[src/boot_pkg.sv]
`default_nettype none

package boot_pkg;

  //////////////////////////////////////////////////////////////////////
  // Memory geometry
  //////////////////////////////////////////////////////////////////////

  localparam int NB_COL    = 4;
  localparam int COL_W     = 8;
  localparam int DATA_W    = NB_COL * COL_W;
  localparam int RAM_DEPTH = 1024;
  localparam int ADDR_W    = 10;

  //////////////////////////////////////////////////////////////////////
  // Serial link and loader protocol
  //////////////////////////////////////////////////////////////////////

  localparam int CLKS_PER_BIT = 16;

  // Key is matched first character in the top byte
  localparam int                       KEY_LEN  = 4;
  localparam logic [KEY_LEN*COL_W-1:0] PROG_KEY = "LOAD";

  // Idle cycles allowed between two key characters
  localparam int GAP_CYCLES = 400;

  typedef enum logic [2:0] {
    KEY_WAIT,
    KEY_RECV,
    KEY_CHECK,
    LEN_RECV,
    PROGRAM,
    FINISH
  } loader_state_e;

endpackage

`default_nettype wire
[src/uart_rx.sv]
`timescale 1ns/10ps
`default_nettype none

module uart_rx (
  input  logic                       clk_i,
  input  logic                       rst_ni,
  input  logic                       ser_rx_i,
  output logic [boot_pkg::COL_W-1:0] rx_byte_o,
  output logic                       rx_valid_o
);
  import boot_pkg::*;

  typedef enum logic [1:0] {
    RX_IDLE,
    RX_START,
    RX_DATA,
    RX_STOP
  } rx_state_e;

  rx_state_e                       state_q;
  logic [1:0]                      sync_q;
  logic [$clog2(CLKS_PER_BIT)-1:0] tick_q;
  logic [$clog2(COL_W)-1:0]        bit_q;
  logic [COL_W-1:0]                shift_q;
  logic                            rx_line;
  logic                            tick_half;
  logic                            tick_full;
  logic                            last_bit;

  assign rx_line   = sync_q[1];
  assign tick_half = tick_q == $bits(tick_q)'(CLKS_PER_BIT / 2 - 1);
  assign tick_full = tick_q == $bits(tick_q)'(CLKS_PER_BIT - 1);
  assign last_bit  = bit_q == $bits(bit_q)'(COL_W - 1);
  assign rx_byte_o = shift_q;

  always_ff @(posedge clk_i) begin
    if (!rst_ni) begin
      sync_q     <= 2'b11;
      state_q    <= RX_IDLE;
      tick_q     <= '0;
      bit_q      <= '0;
      rx_valid_o <= 1'b0;
    end else begin
      // Line idles high, two flops against metastability
      sync_q     <= {sync_q[0], ser_rx_i};
      rx_valid_o <= 1'b0;
      case (state_q)
        RX_IDLE: begin
          tick_q <= '0;
          bit_q  <= '0;
          if (!rx_line) begin
            state_q <= RX_START;
          end
        end
        RX_START: begin
          // Recheck in the middle of the start bit to reject glitches
          if (tick_half) begin
            tick_q  <= '0;
            state_q <= rx_line ? RX_IDLE : RX_DATA;
          end else begin
            tick_q <= tick_q + 1'b1;
          end
        end
        RX_DATA: begin
          if (tick_full) begin
            tick_q <= '0;
            bit_q  <= bit_q + 1'b1;
            if (last_bit) begin
              state_q <= RX_STOP;
            end
          end else begin
            tick_q <= tick_q + 1'b1;
          end
        end
        RX_STOP: begin
          if (tick_full) begin
            tick_q     <= '0;
            rx_valid_o <= rx_line;
            state_q    <= RX_IDLE;
          end else begin
            tick_q <= tick_q + 1'b1;
          end
        end
        default: state_q <= RX_IDLE;
      endcase
    end
  end

  // Data bits arrive LSB first
  always_ff @(posedge clk_i) begin
    if (state_q == RX_DATA && tick_full) begin
      shift_q <= {rx_line, shift_q[COL_W-1:1]};
    end
  end

endmodule

`default_nettype wire

[config.mk]
export PLATFORM = sky130hd
export DESIGN_NAME = uart_rx
export DESIGN_NICKNAME = d
export VERILOG_FILES = /design/src/boot_pkg.sv /design/src/uart_rx.sv
export SDC_FILE = /design/constraint.sdc
export NUM_CORES = 1
export LEC_CHECK = 0
export ABC_AREA = 1
export BUFFER_PORTS_ARGS = -buffer_cell sky130_fd_sc_hd__buf_2
export CAP_MARGIN = 20
export CORE_MARGIN = 1
export CORE_UTILIZATION = 56
export CTS_BUF_LIST = sky130_fd_sc_hd__clkbuf_4 sky130_fd_sc_hd__clkbuf_8
export DETAILED_ROUTE_END_ITERATION = 6
export PLACE_DENSITY = 0.79
export SKIP_CTS_REPAIR_TIMING = 1
export SYNTH_ARGS = -nofsm -noshare
export SYNTH_HDL_FRONTEND = slang
export SYNTH_SLANG_ARGS = --single-unit
[constraint.sdc]
create_clock -name clk_i -period 1.5 [get_ports clk_i]
set_input_delay 0.3 -clock clk_i [delete_from_list [all_inputs] [get_ports clk_i]]
set_output_delay 0.3 -clock clk_i [all_outputs]
set_load 0.02 [all_outputs]
Yosys cells after proc, flatten, opt, wreduce, memory -nomap -nowiden
Cells that the tools add are included.

word-level totals
  register bits = 20
  input bits = 3

operators by class
  add/subtract/negate cells = 2
  equal/unequal tests = 11
  muxes and demuxes = 12
  reduce and logical (&&, ||, !) cells = 7

operator list
  operator                                                               count
  2-bit 2-to-1 mux                                                       6
  4-bit case mux with 3 select lines                                     1
  2-bit inequality test, second input constant                           5
  4-bit 2-to-1 mux                                                       2
  2-bit case mux with 4 select lines                                     1
  3-bit case mux with 2 select lines                                     1
  5-bit AND reduction                                                    1
  4-bit by 1-bit adder with 4-bit output, second input constant          1
  2-bit equality test, second input constant                             2
  4-bit by 3-bit equality test with 1-bit output, second input constant  1
  4-bit equality test, second input constant                             1
  3-bit by 1-bit adder with 3-bit output, second input constant          1
  3-bit equality test, second input constant                             1
  3-bit 2-to-1 mux                                                       1
  3-bit AND reduction                                                    1
  2-bit by 1-bit equality test with 1-bit output, second input constant  1
  2-bit logical NOT                                                      1
  2-bit AND reduction                                                    1
  2-bit nonzero test                                                     1
  2-bit OR reduction                                                     1
  1-bit logical AND                                                      1

Logic depth before layout (Yosys ltp)
  depth in word-level cells = 4
  gate-level depth with buffers = 9

Least setup slack after synthesis
No wires, ideal clock.

  path kind = register to register
  start point = register tick_q[0]
  end point = register shift_q[0], in the netlist rx_byte_o[0], enable pin
  library setup time = 325 ps
  arrival time = 918 ps
  setup slack = 257 ps
  cell stages (with the launch flop) = 4
  path buffers = 0
  period minus slack after synthesis = 1,243 ps
  path through = dfxtp_1 ha_1 nand3_4 nor2_4

between the ends
  longest elaborated chain between the ends = 2

RTL lines
  what                    RTL line       RTL
  start, declared         uart_rx.sv:22  logic [$clog2(CLKS_PER_BIT)-1:0] tick_q;
  start signal, assigned  uart_rx.sv:61  tick_q <= tick_q + 1'b1;
  start signal, assigned  uart_rx.sv:72  tick_q <= tick_q + 1'b1;
  start signal, assigned  uart_rx.sv:81  tick_q <= tick_q + 1'b1;
  4-bit equality test     uart_rx.sv:32  assign tick_full = tick_q == $bits(tick_q)'(CLKS_PER_BIT - 1);
  1-bit logical AND       uart_rx.sv:91  if (state_q == RX_DATA && tick_full) begin
  end signal, assigned    uart_rx.sv:92  shift_q <= {rx_line, shift_q[COL_W-1:1]};
  end, declared           uart_rx.sv:24  logic [COL_W-1:0] shift_q;

No other way between the ends.
A chain may end at the register's enable or synchronous reset.

==> results.ini <==
[status]
status = completed

[cells_and_area]
drive_gt1_share_pct = 30.1
final_design_area_no_fill_sq_um = 925
syn2layout_area_growth_pct = 15.8
layout_common_cells = nand2_1, dfxtp_1, buf_2
final_common_cell = nand2_1
fill_cells = 91
nets = 100
antenna_cells = 0

[synth]
synth.net_count = 84
synth_fa_ha_area_share_pct = 4.70
synthMuxAreaShare_pct = 0
ys_ff_latch = 20
synth_cell_types = 22
synth_compound_area_share_pct = 5.33
synthXorXnorAreaFrac_pct = 1.10
synthSimpleGateAreaFrac_pct = 25.4
synth_warnings = 0
syn_inst = 78
syn_area_sq_um = 798
avgSynthCellArea_sq_um = 10.2
yosysSeqAreaShare_pct = 60.2
synth_top_family_by_area = simple AND/OR/NAND/NOR gates

[clock_tree]
clk_path_buf_depth = 2
h-tree-depth = 1
cts_made_buffers = 3
cts_root_buffer = clkbuf_4
clock-sinks = 20
cts.reportedPaths.clkPinSlew_ns = 0.12
clk_latency_ns = 0.31
cts_tree = yes

[floorplanning]
die_area_sq_mm = 0.00158
num_io_pins = 12
core-area_sq_mm = 0.00132
dieWidth_um = 39.8
fp-row-count = 13
start_util_pct = 60.6
die_y_um = 39.8

[route]
wl_met1_um = 649
drt-total-wl_um = 1420
via_per_inst = 5.40
drtIter0Drc = 11
wire_per_inst_um = 13.2
drc_errors = 0
dr.pass1.iters = 4
met3_length_um = 31
top_signal_layer_used = met4
route.met2.wl_um = 690
via_count = 583
ant_nets = 0

[sta]
slew-limit-headroom_pct = 79.4
worstMarginPinSlew_ns = 0.309
hold_viol_final = 0
setup_slack_ns = 0.117
period_needed_ns = 1.38
slew_violations = 0
max_freq_mhz = 723
rsz0062_at_grt = false
fin_skew_ns = 0.00703
final-setup-viol-count = 0
whs_ns = 0.164
fin_crit_sh_pct = 92.2
fin_setup_tns_ns = 0

[global_route]
grt_pass1_wl_um = 2090
grt.total_usage_pct = 20.9
grt_max_degree = 13
antenna_found_initial = 0
overflow = 0
grt_pass1_vias = 525

[min_path]
hold_class = in -> reg

[power_and_ir_drop]
swShare_pct = 21.5
ir_drop_uv = 713
leakagePower_nw = 0.386
p_switching_mw = 0.237
pwr_density_cell_mw_per_mm2 = 1190
p_seq_share_pct = 53.1
clockPowerShare_pct = 40.0
power_frac_comb_pct = 6.9
cellInternalPower_mw = 0.866

[placed_design]
pre_cts_slack_ns = 0.135
dp_hpwl_um = 948
port_buffers = 11
placed_area_sq_um = 872
gp_congestion = 0.777

[setup_path]
reg2reg_slack_ns = 0.12
required_ns = 1.72
worst_setup_path_start_kind = flip-flop
critPathCaptureType = flip-flop
worstPathMaxFanout = 4
crit_arrival_ns = 1.60
crit_type = reg -> reg

[run]
drv_cap = 0

-- synthesized netlist by cell type, drive strengths merged --
cell / n / area [sq um]
inv: 7 / 26.3
nand2: 19 / 76.3
nand3: 5 / 42.5
o21ai: 3 / 15.0
xor2: 1 / 8.76
a21oi: 3 / 15.0
edfxtp: 8 / 240
a31oi: 2 / 12.5
dfxtp: 12 / 240
nand4: 1 / 6.26
nor3b: 1 / 7.51
nor2: 10 / 52.6
or2: 2 / 12.5
nor3: 1 / 5.00
ha: 3 / 37.5
-- per-layer routing --
layer	global-route usage [%]	vias up
met3	4.55	7
met1	21.9	273
met4	16.4	0
li1	-	291
met2	35.2	12
met5	0	-
-- cell type report --
cell class                 count  area, sq um  area share [%]
timing repair buffer          11         55.1            5.95
multi-input combinational     51          292            31.5
clock inverter                 1         30.0            3.25
inverter                       7         26.3            2.84
tap                           15         18.8            2.03
sequential                    20          480            52.0
clock buffer                   3         22.5            2.44
-- power groups by stage --
stage                     logic [mW]  clock network [mW]  registers, mW
after global routing          0.0817               0.461          0.587
final                         0.0756               0.441          0.586
after global placement        0.0701                   0          0.597
after floorplan               0.0580                   0          0.593
after CTS                     0.0751               0.439          0.585
after detailed placement      0.0723                   0          0.597
-- cell families (layout without fill, tap and decap cells) --
| family | count (synthesis) | in the layout |
|---|---|---|
| buf+inv | 7 | 22 |
| flops | 20 | 20 |
| compound gates | 8 | 8 |
| xor+xnor | 1 | 1 |
| simple gates | 39 | 39 |
| fa+ha+maj | 3 | 3 |
-- registers in the layout (all words and copies together), names as in the netlist, named ones only --
name	count
state_q	1
rx_valid_o	1
bit_q	3
sync_q	2
tick_q	4
rx_byte_o	8
-- worst paths after layout --
| kind | start | to | cells after the start |
|---|---|---|---|
| setup reg to reg | tick_q[0] | flip-flop | 8 |
| hold / removal | ser_rx_i | sync_q[0] | 2 |
| hold reg to reg | sync_q[0] | sync_q[1] | 1 |
| setup / recovery | tick_q[0] | flip-flop | 8 |
-- worst max-delay path: stages (launching register included) --
cell,delay [ns]
dfxtp_1,0.38
ha_1,0.26
nand3_1,0.12
nand2_1,0.13
nand2_2,0.06
nor2_2,0.12
nand3_2,0.09
nand3_1,0.09
nand2_1,0.05
-- metrics by stage --
stage | std cells | util (%) | power (mW)
after global placement | 104 | 66.2 | 0.667
after global routing | 108 | 70.2 | 1.13
after CTS | 108 | 70.2 | 1.10
final | 108 | 70.2 | 1.10
after floorplan | 78 | - | 0.651
after detailed placement | 104 | 66.2 | 0.669
Power figures use the tool's default switching activity.
