### src/boot_pkg.sv
`default_nettype none

package boot_pkg;

  //////////////////////////////////////////////////////////////////////
  // Memory geometry
  //////////////////////////////////////////////////////////////////////

  localparam int NB_COL    = 4;
  localparam int COL_W     = 8;
  localparam int DATA_W    = NB_COL * COL_W;
  localparam int RAM_DEPTH = 1024;
  localparam int ADDR_W    = 10;

  //////////////////////////////////////////////////////////////////////
  // Serial link and loader protocol
  //////////////////////////////////////////////////////////////////////

  localparam int CLKS_PER_BIT = 16;

  // Key is matched first character in the top byte
  localparam int                       KEY_LEN  = 4;
  localparam logic [KEY_LEN*COL_W-1:0] PROG_KEY = "LOAD";

  // Idle cycles allowed between two key characters
  localparam int GAP_CYCLES = 400;

  typedef enum logic [2:0] {
    KEY_WAIT,
    KEY_RECV,
    KEY_CHECK,
    LEN_RECV,
    PROGRAM,
    FINISH
  } loader_state_e;

endpackage

`default_nettype wire
### src/prog_loader.sv
`timescale 1ns/10ps
`default_nettype none

module prog_loader (
  input  logic                        clk_i,
  input  logic                        rst_ni,
  input  logic [boot_pkg::COL_W-1:0]  rx_byte_i,
  input  logic                        rx_valid_i,
  output logic                        prog_we_o,
  output logic [boot_pkg::ADDR_W-1:0] prog_addr_o,
  output logic [boot_pkg::DATA_W-1:0] prog_data_o,
  output logic                        prog_mode_o,
  output logic                        sys_rst_no
);
  import boot_pkg::*;

  loader_state_e                   state_q;
  loader_state_e                   state_d;
  logic [KEY_LEN*COL_W-1:0]        key_q;
  logic [$clog2(KEY_LEN)-1:0]      key_cnt_q;
  logic [$clog2(GAP_CYCLES+1)-1:0] idle_q;
  logic [$clog2(NB_COL)-1:0]       byte_cnt_q;
  logic [DATA_W-1:0]               count_q;
  logic [DATA_W-1:0]               word_q;
  logic [DATA_W-1:0]               written_q;
  logic                            last_key_byte;
  logic                            last_byte;
  logic                            gap_expired;

  assign last_key_byte = key_cnt_q == $bits(key_cnt_q)'(KEY_LEN - 1);
  assign last_byte     = byte_cnt_q == $bits(byte_cnt_q)'(NB_COL - 1);
  assign gap_expired   = idle_q == $bits(idle_q)'(GAP_CYCLES);

  assign prog_mode_o = state_q == PROGRAM;
  assign prog_data_o = word_q;

  //////////////////////////////////////////////////////////////////////
  // Next state
  //////////////////////////////////////////////////////////////////////

  always_comb begin
    state_d = state_q;
    case (state_q)
      KEY_WAIT: begin
        if (rx_valid_i) begin
          state_d = KEY_RECV;
        end
      end
      KEY_RECV: begin
        if (rx_valid_i) begin
          if (last_key_byte) begin
            state_d = KEY_CHECK;
          end
        end else if (gap_expired) begin
          // Too slow, drop the partial key
          state_d = KEY_WAIT;
        end
      end
      KEY_CHECK: begin
        state_d = (key_q == PROG_KEY) ? LEN_RECV : KEY_WAIT;
      end
      LEN_RECV: begin
        if (rx_valid_i && last_byte) begin
          state_d = PROGRAM;
        end
      end
      PROGRAM: begin
        // Also taken on the first cycle for an empty load
        if (written_q == count_q) begin
          state_d = FINISH;
        end
      end
      FINISH: begin
        state_d = KEY_WAIT;
      end
      default: state_d = KEY_WAIT;
    endcase
  end

  //////////////////////////////////////////////////////////////////////
  // Control registers
  //////////////////////////////////////////////////////////////////////

  always_ff @(posedge clk_i) begin
    if (!rst_ni) begin
      state_q     <= KEY_WAIT;
      key_cnt_q   <= '0;
      idle_q      <= '0;
      byte_cnt_q  <= '0;
      written_q   <= '0;
      prog_addr_o <= '0;
      prog_we_o   <= 1'b0;
      sys_rst_no  <= 1'b1;
    end else begin
      state_q    <= state_d;
      prog_we_o  <= 1'b0;
      sys_rst_no <= 1'b1;
      // Advance after each word written
      if (prog_we_o) begin
        prog_addr_o <= prog_addr_o + 1'b1;
        written_q   <= written_q + 1'b1;
      end
      case (state_q)
        KEY_WAIT: begin
          idle_q <= '0;
          if (rx_valid_i) begin
            key_cnt_q <= $bits(key_cnt_q)'(1);
          end
        end
        KEY_RECV: begin
          if (rx_valid_i) begin
            idle_q    <= '0;
            key_cnt_q <= last_key_byte ? '0 : key_cnt_q + 1'b1;
          end else if (gap_expired) begin
            idle_q    <= '0;
            key_cnt_q <= '0;
          end else begin
            idle_q <= idle_q + 1'b1;
          end
        end
        KEY_CHECK: begin
          byte_cnt_q <= '0;
        end
        LEN_RECV: begin
          written_q <= '0;
          if (rx_valid_i) begin
            byte_cnt_q <= byte_cnt_q + 1'b1;
          end
        end
        PROGRAM: begin
          if (rx_valid_i) begin
            byte_cnt_q <= byte_cnt_q + 1'b1;
            if (last_byte) begin
              prog_we_o <= 1'b1;
            end
          end
        end
        FINISH: begin
          sys_rst_no  <= 1'b0;
          prog_addr_o <= '0;
        end
        default: ;
      endcase
    end
  end

  //////////////////////////////////////////////////////////////////////
  // Byte assembly, most significant byte first
  //////////////////////////////////////////////////////////////////////

  always_ff @(posedge clk_i) begin
    if (rx_valid_i) begin
      case (state_q)
        KEY_WAIT, KEY_RECV: key_q <= {key_q[(KEY_LEN-1)*COL_W-1:0], rx_byte_i};
        LEN_RECV:           count_q <= {count_q[DATA_W-COL_W-1:0], rx_byte_i};
        PROGRAM:            word_q <= {word_q[DATA_W-COL_W-1:0], rx_byte_i};
        default: ;
      endcase
    end
  end

endmodule

`default_nettype wire

### config.mk
export PLATFORM = sky130hd
export DESIGN_NAME = prog_loader
export DESIGN_NICKNAME = d
export VERILOG_FILES = /design/src/boot_pkg.sv /design/src/prog_loader.sv
export SDC_FILE = /design/constraint.sdc
export NUM_CORES = 1
export LEC_CHECK = 0
export BUFFER_PORTS_ARGS = -buffer_cell sky130_fd_sc_hd__clkbuf_2
export CAP_MARGIN = 10
export CORE_AREA = 3 3 109 111
export CTS_CLUSTER_DIAMETER = 50
export CTS_CLUSTER_SIZE = 30
export DETAILED_ROUTE_END_ITERATION = 10
export DIE_AREA = 0 0 112 114
export PLACE_DENSITY = 0.83
export SETUP_SLACK_MARGIN = 0.5
export SLEW_MARGIN = 5
export SYNTH_ARGS = -nofsm -noshare
export SYNTH_HDL_FRONTEND = slang
export SYNTH_SLANG_ARGS = --single-unit
### constraint.sdc
create_clock -name clk_i -period 6.55 [get_ports clk_i]
set_clock_uncertainty 0.2 [all_clocks]
set_input_delay 0.655 -clock clk_i [delete_from_list [all_inputs] [get_ports clk_i]]
set_output_delay 0.655 -clock clk_i [all_outputs]
set_load 0.02 [all_outputs]
### Yosys cells after proc, flatten, opt, wreduce, memory -nomap -nowiden

Cells that the tools add are included.
W data, S select, Z words.

* register bits: 156
* input bits: 11

* add/subtract/negate cells: 5
* multiplexer cells: 20
* reduce and logical (&&, ||, !) cells: 15
* equal/unequal tests: 16
* bitwise gates (word level): 1

Operator list (number)
* $add A32 B1 Y32 const B: 1
* $eq A32 B31 Y1 const B: 1
* $eq A32 B32 Y1: 1
* $mux W3: 6
* $mux W9: 2
* $pmux W9 S2: 1
* $pmux W3 S5: 1
* $mux W2: 6
* $add A10 B1 Y10 const B: 1
* $add A9 B1 Y9 const B: 1
* $eq A9 B9 Y1 const B: 1
* $pmux W2 S2: 2
* $reduce_and A2 Y1: 4
* $reduce_or A2 Y1: 4
* $eq A3 B2 Y1 const B: 2
* $eq A3 B3 Y1 const B: 2
* $ne A3 B3 Y1 const B: 2
* $reduce_and A3 Y1: 2
* $reduce_and A5 Y1: 1
* $add A2 B1 Y2 const B: 2
* $eq A2 B2 Y1 const B: 2
* $ne A2 B1 Y1 const B: 2
* $ne A2 B2 Y1 const B: 2
* $reduce_bool A2 Y1: 2
* 5 further kinds: 6

### Longest topological paths before layout

Gate-level depths: netlist of the first run.

* word-level depth: 4
* depth in mapped cells: 7
* depth with buffers taken out: 7

### Least setup slack after synthesis of the first run

No wires, ideal clock.

* path kind: in2reg
* start point: input port rx_valid_i
* end point: register key_q[0], enable pin
* setup slack: 2779 ps
* data required time: 5889 ps
* data arrival time: 3110 ps
* cell stages on the path: 3
* cell sequence: inv_1 clkbuf_1 nor3_1

* cells in the longest elaborated chain, start to end: 1

RTL lines
* start: declaration: RTL line prog_loader.sv:8 `input logic rx_valid_i,`
* $reduce_and A2 Y1 (no source line)
* end signal: assignment: RTL line prog_loader.sv:154 `KEY_WAIT, KEY_RECV: key_q <= {key_q[(KEY_LEN-1)*COL_W-1:0], rx_byte_i};`
* end: declaration: RTL line prog_loader.sv:19 `logic [KEY_LEN*COL_W-1:0] key_q;`

Every way passes these cells.
A chain may end at the register's enable or synchronous reset.

### Final worst setup path of the first run

* start point: register state_q[1]
* end point: output port prog_mode_o

* cells in the longest elaborated chain, start to end: 1

RTL lines
* start: declaration: RTL line prog_loader.sv:17 `loader_state_e state_q;`
* start signal: assignment: RTL line prog_loader.sv:95 `state_q <= state_d;`
* $eq A3 B3 Y1: RTL line prog_loader.sv:34 `assign prog_mode_o = state_q == PROGRAM;`
* end: declaration: RTL line prog_loader.sv:12 `output logic prog_mode_o,`

Every way passes these cells.

==> run metrics, run 1 <==
FF+latch count, synth 156; vias in the first global route 3,883; initial drt markers 308; Hold Slack 0.138 ns; WL/cell 17.3 um; share of cells above drive strength 1 0.177; Synth Area in XOR/XNOR 0.0996; crit start category register; worst vdd rail ir drop 0.208 mV; Max Slew Vio Count 0; PwrDens 298 nW/um^2; sequential power share 0.520; fin crit share 0.399; antenna-violating nets left 0; Data arrival, critical path 1.76 ns; Layout Nets 557; starting density of the core 0.557; CTS sink cnt 156; Slew HR 0.276; combinational power share 0.041; clock power share 0.440; slew of the pin with the lowest slew margin 1.08 ns; Syn Inst Count 475; Syn Area/Cell 12.8 sq um; Buffers on Ports 55; I/O Pins 56; antenna cells 0; Die Y 114 um; leakage power 2.56 nW; TritonCTS clock tree built; post-route minimum period 2.61 ns; asr flop ratio synth 0; GRT overflow 0; Final Power 2.11 mW; via count 3,953; Internal Power 1.65 mW; die width 112 um; maximum fanout along the worst path 12; first-pass GRT wire length 19,500 um; syn nets 492; setup_tns 0 ns; simple-gate area share of the yosys netlist 0.159; Worst Hold Class in2reg; drt via density 5.70; die area 12,800 sq um; WP data required 5.69 ns; largest family of logic cells by synthesized area simple AND/OR/NAND/NOR gates; DRC errors left 0; CORE AREA 10,900 sq um; Final Hold Vio Count 0; FMAX 383 MHz; initial antenna violation count 0; Reg clk slew, reported paths 0.06 ns; Total Routed Length 12,000 um; sequential fraction of the synthesis area 0.673; Clock H-tree levels 4; CTS Hold Bufs 0; DP Wirelength 7960 um; Net Sw Frac 0.216; Post-Synth Adder-Cell Area 0.0124; CP Capture Type primary output; Cell variety after synth 48; RSZ-0062 raised after global routing no; Total GRT Usage 0.196; post-synthesis mux area share 0.00330; YS warnings 0; Area Growth Syn to Fin 16.4%; clk_lat worst skew 0.53 ns; cts repair resizes 0; Crit Path Category reg2out; drt first pass iters 5; Root Buffer clkbuf_8; compound-gate portion of the synthesized area 0.0396; FP Rows 38; cts bufs inserted 17; status complete, no violations; dominant synthesized flop cell edfxtp_1; MaxCap Viol Count 0; Synth Cell Area 6070 sq um; number of enable flip-flop cells after synthesis 96; GP Congestion 0.819; Switching Power 0.454 mW; Final setup viols 0; final core utilization 0.648; largest net degree at the start of global routing 33; setup bufs post-CTS 0; deepest clock path buffer count 2
## per-layer routing
layer	up-vias	part of all wire	global-route usage
li1	1843	-	-
met1	1955	0.41	0.242
met2	133	0.52	0.330
met3	22	0.056	0.0589
met4	0	0.016	0.0705
met5	-	0	0
## area by class of cell
type / count / area (sq um)
fill: 761 / 3830
timing repair buffer: 58 / 298
multi-input combinational: 298 / 1910
clock inverter: 11 / 119
tap: 140 / 175
clock buffer: 21 / 439
inverter: 9 / 33.8
sequential: 156 / 4080
## path summary, 6_finish.rpt
check,startpoint,slack [ns],depth (start not counted),to
hold / removal,rx_byte_i[7],0.14,1,key_q[7]$_DFFE_PP_
setup / recovery,state_q[1]$_SDFFE_PN0P_,3.94,4,prog_mode_o
setup reg to reg,prog_we_o$_SDFF_PN0_,4.09,5,written_q[31]$_SDFFE_PP0P_
hold reg to reg,key_q[0]$_DFFE_PP_,0.25,0,key_q[8]$_DFFE_PP_
## flip-flops by register name, indices dropped and copies added, names as in the netlist
signal,flops
byte_cnt_q,2
count_q,32
idle_q,9
key_cnt_q,2
key_q,32
prog_addr_o,10
prog_data_o,32
prog_we_o,1
state_q,3
sys_rst_no,1
written_q,32
## per-stage QoR
step | area (sq um) | instances | setup WS [ns]
after floorplan | 6070 | 475 | 2.78
final | 7060 | 693 | 3.94
after global routing | 7060 | 693 | 3.84
after CTS | 7060 | 693 | 3.96
after global placement | 6500 | 661 | 4.27
after detailed placement | 6500 | 661 | 4.16
## power by group through the flow
stage,logic [mW],clock network [mW],registers (mW)
2_1_floorplan,0.0654,0,1.10
3_3_place_gp,0.0774,0,1.11
3_5_place_dp,0.0818,0,1.11
4_1_cts,0.0850,0.935,1.09
5_1_grt,0.0930,0.980,1.10
6_report,0.0857,0.926,1.09
## cells by family after synthesis
| logic type | after synthesis |
|---|---|
| AND/OR/NAND/NOR | 180 |
| XOR/XNOR | 69 |
| adder cells (fa/ha/maj) | 6 |
| buffers and inverters | 21 |
| flip-flops | 156 |
| AO/OA/AOI/OAI | 41 |
| multiplexers | 2 |
## layout by cell type, fill, tap and decap left out, types with 3 or more instances in the layout
master | Yosys | layout
edfxtp_1 | 96 | 96
dfxtp_1 | 60 | 60
clkbuf_2 | 0 | 55
nor2_1 | 54 | 52
xor2_1 | 45 | 45
nand2_1 | 32 | 32
xnor2_1 | 24 | 24
nand4_1 | 19 | 19
o21ai_0 | 19 | 19
nand3_1 | 17 | 17
clkbuf_16 | 0 | 16
a21oi_1 | 12 | 12
inv_1 | 9 | 9
or3_1 | 9 | 9
nor4_1 | 8 | 8
and3_1 | 8 | 8
nor3_1 | 8 | 7
ha_1 | 6 | 6
nor4b_1 | 4 | 4
clkinv_2 | 0 | 4
nor2b_1 | 3 | 3
clkbuf_1 | 7 | 3
clkinv_4 | 0 | 3
buf_4 | 0 | 3
## Yosys cell counts, types with 2 or more instances
library cell	instances	area, sq um
nor2b_1	3	18.8
nor2_1	54	203
mux2i_1	2	20.0
buf_1	2	7.51
edfxtp_1	96	2880
nor3_1	8	40.0
nand4_1	19	119
nor4b_1	4	35.0
inv_1	9	33.8
xnor2_1	24	210
nor4_1	8	50.1
buf_2	3	15.0
or3_1	9	56.3
nand3_1	17	85.1
nand2_1	32	120
clkbuf_1	7	26.3
ha_1	6	75.1
and3_1	8	50.1
xor2_1	45	394
o21ai_0	19	95.1
nor4bb_1	2	20.0
nand2b_1	2	12.5
a21oi_1	12	60.1
dfxtp_1	60	1200
## worst max-delay path, cell delays in order (launching register included)
cell	delay, ns
dfxtp_1	0.58
nor2_1	0.15
nand2_1	0.24
inv_1	0.09
clkbuf_2	0.16
Power figures use the tool's default switching activity.
==> run 2, diff against run 1 <==
ABC_AREA = 1   (was default)
CORE_AREA = 3 3 115 117   (was 3 3 109 111)
DIE_AREA = 0 0 118 120   (was 0 0 112 114)
clock period = 2.15 ns   (was 6.55 ns; I/O delays follow)
==> run 2 against run 1 <==
Sequential share of layout area fell by 12 points. Sequential power rose to 3.5 times the previous value. Combinational power rose to 22 times the previous value. Synthesized cell count up 32%. Design area up 30%. Register-to-register slack got worse by 4.0 ns. Area after synthesis increased by 6.4%. Total power rose to 4.2 times the previous value. Highest routed layer unchanged. Clock-buffer cell count decreased by 4.
==> run metrics, run 2 <==
Worst Hold Class in2reg; reg2reg start state_q[0]$_SDFFE_PN0P_; fillers 637 (-16%); drt first pass iters 8 (+3); leakage power 3.59 nW (+40%); FF-to-FF setup slack 0.11 ns (-3.98 ns); Critical Path, Cell by Cell inv_4 > buf_6 > nor3_4 > inv_2 > nand2_4 > inv_2 > o21ai_0 > o21ai_0 > nor2_1; clock power share 0.353 (-0.087); Crit Path Category reg2reg; final core utilization 0.736 (+0.0870); Final Hold Vio Count 0 (unchanged); DRC errors left 0 (unchanged); CP Capture Type register; CP peak stage delay 0.41 ns (-0.17 ns); area leader, netlist edfxtp_1; asr flop ratio synth 0 (unchanged); via count 5,812 (+47%); Worst Hold End idle_q[7]$_SDFFE_PN0N_; crit path launch state_q[0]$_SDFFE_PN0P_; Total Routed Length 22,200 um (+85%); dominant synthesized flop cell edfxtp_1; post-route minimum period 2.04 ns; DP Wirelength 9330 um (+17%); Clock H-tree levels 4 (unchanged); R2R Path End byte_cnt_q[0]$_SDFFE_PN0P_; GP Congestion 0.916 (+12%); setup_tns 0 ns (unchanged); Hold Path Depth 6 (+5); GRT overflow 0 (unchanged); cts bufs inserted 17 (unchanged); sequential fraction of the synthesis area 0.632 (-0.0407); Layout Nets 802 (+44%); initial antenna violation count 0 (unchanged); status complete, no violations; largest cells by area after synthesis edfxtp_1 45%, dfxtp_1 19%, nand2_1 6.9%, inv_1 4.2%, nor2_1 4.2%; fin crit share 0.949; CORE AREA 12,500 sq um (+14%); top cell type's share of synthesized area 0.446 (-0.0287); Slew HR 0.636 (+0.360); Internal Power 5.96 mW (+260%); Syn Area/Cell 10.3 sq um (-19%); maximum fanout along the worst path 3 (-9); initial drt markers 858 (+180%); clk_lat worst skew 0.45 ns (-0.08 ns); Reg clk slew, reported paths 0.07 ns (about the same); WP buf/inv 4 (+2); Syn Inst Count 627 (+32%); area of the multi-input gates 2680 sq um (+40%); RSZ-0062 raised after global routing yes; Worst Reg-to-Reg Cells 9 (+4); FF+latch count, synth 156 (unchanged); Data arrival, critical path 2.20 ns (+0.44 ns); vias in the first global route 5,196 (+34%); worst hold path startpoint rx_valid_i; combinational power share 0.216 (+0.175); antenna-violating nets left 0 (unchanged); most frequent cells in the layout 98 x nand2_1, 96 x edfxtp_1, 55 x nor2_1; slew of the pin with the lowest slew margin 0.541 ns (-0.542 ns); MaxCap Viol Count 0 (unchanged); deepest clock path buffer count 2 (unchanged); WL/cell 22.9 um (+32%); commonest non-fill, non-tap cell in the layout nand2_1; Root Buffer clkbuf_16; Die Y 120 um (+5.3%); Switching Power 2.83 mW (+520%); Synth Cell Area 6460 sq um (+6.4%); FP Rows 41 (+7.9%); PwrDens 959 nW/um^2 (+220%); first-pass GRT wire length 25,900 um (+33%); share of cells above drive strength 1 0.420 (+0.243); number of enable flip-flop cells after synthesis 96 (unchanged); leading cell type by number of instances after synthesis nand2_1; Max Slew Vio Count 0 (unchanged); synth cell count leaders 118 x nand2_1, 96 x edfxtp_1, 73 x inv_1, 73 x nor2_1, 60 x dfxtp_1; CTS sink cnt 156 (unchanged); critical path's slowest cell dfxtp_4; worst vdd rail ir drop 1.05 mV (+410%); Area Growth Syn to Fin 42.0%; Net Sw Frac 0.322 (+0.106); TritonCTS clock tree built; die width 118 um (+5.4%); FMAX 490 MHz; delay-heaviest family, CP compound AO/OA/AOI/OAI gates; largest net degree at the start of global routing 33 (unchanged); Total GRT Usage 0.237 (+0.0411); starting density of the core 0.518 (-0.0392); WP data required 2.31 ns (-3.38 ns); Buffers on Ports 55 (unchanged); Seq. cell area 4160 sq um (+2.0%); drt via density 5.99 (+5.0%); syn nets 644 (+31%); antenna cells 0 (unchanged); YS warnings 0 (unchanged); I/O Pins 56 (unchanged); Cell variety after synth 39 (-19%); die area 14,200 sq um (+11%); crit start category register; Final setup viols 0 (unchanged); sequential power share 0.431 (-0.089)
[run 2: worst max path at each step]
| stage | to | cells after the start |
|---|---|---|
| 2_1_floorplan | key_q[0]$_DFFE_PP_ | 6 |
| 3_3_place_gp | written_q[28]$_SDFFE_PP0P_ | 9 |
| 3_5_place_dp | written_q[28]$_SDFFE_PP0P_ | 9 |
| 4_1_cts | key_q[23]$_DFFE_PP_ | 7 |
| 5_1_grt | state_q[0]$_SDFFE_PN0P_ | 9 |
| 6_report | byte_cnt_q[0]$_SDFFE_PN0P_ | 9 |
[run 2: worst register-to-register path, cell delays in order, from the launching register on]
cell     delay [ns]
dfxtp_4        0.41
inv_4          0.06
buf_6          0.12
nor3_4         0.22
inv_2          0.12
nand2_4        0.10
inv_2          0.05
o21ai_0        0.29
o21ai_0        0.22
nor2_1         0.19
[run 2: layout make-up]
cell class                 count  area share
inverter                      78      0.0353
tap                          172      0.0235
clock buffer                  17      0.0464
multi-input combinational    388       0.292
sequential                   156       0.454
timing repair buffer         144       0.129
clock inverter                15      0.0197
[run 2: stage by stage]
stage	power, mW	setup WS, ns	hold slack [ns]	cell area (sq um)	cells
floorplan	4.44	0.199	0.0850	6530	627
global placement	4.67	0.259	0.225	7080	856
detailed placement	4.74	0.205	0.225	7080	856
CTS	8.15	0.404	0.157	8360	931
global route	9.02	0.0405	0.200	9170	970
finish	8.79	0.110	0.203	9170	970
[run 2: kinds of logic after synthesis]
kind of cell,synth area share
and+or+nand+nor,0.199
DFF,0.632
buffers and inverters,0.0500
AOI/OAI and AO/OA,0.0661
xor gates and xnor gates,0.0407
adders and majority gates,0.0116
[run 2: timing repair]
action | CTS | global route
hold buffers | 12 | 0
hold endpoints to repair | 31 | 0
gates resized for setup | 88 | 139
pin swaps | 25 | 39
buffers inserted | 28 | 36
gates cloned | 3 | 3
setup endpoints to repair | 140 | 148
[run 2: layer usage]
metal  up-vias  wire length [um]  GRT usage
met5         -                 0          0
met4         0              1910      0.151
met3       163              1940     0.0693
met2       470             11000      0.414
met1      2740              7410      0.252
li1       2439                 -          -
[run 2: power groups by stage]
stage | clock (mW) | combinational [mW] | sequential (mW)
floorplan | 0 | 0.681 | 3.76
global placement | 0 | 0.904 | 3.77
detailed placement | 0 | 0.946 | 3.79
CTS | 3.03 | 1.38 | 3.74
global route | 3.21 | 2.00 | 3.81
finish | 3.10 | 1.90 | 3.79
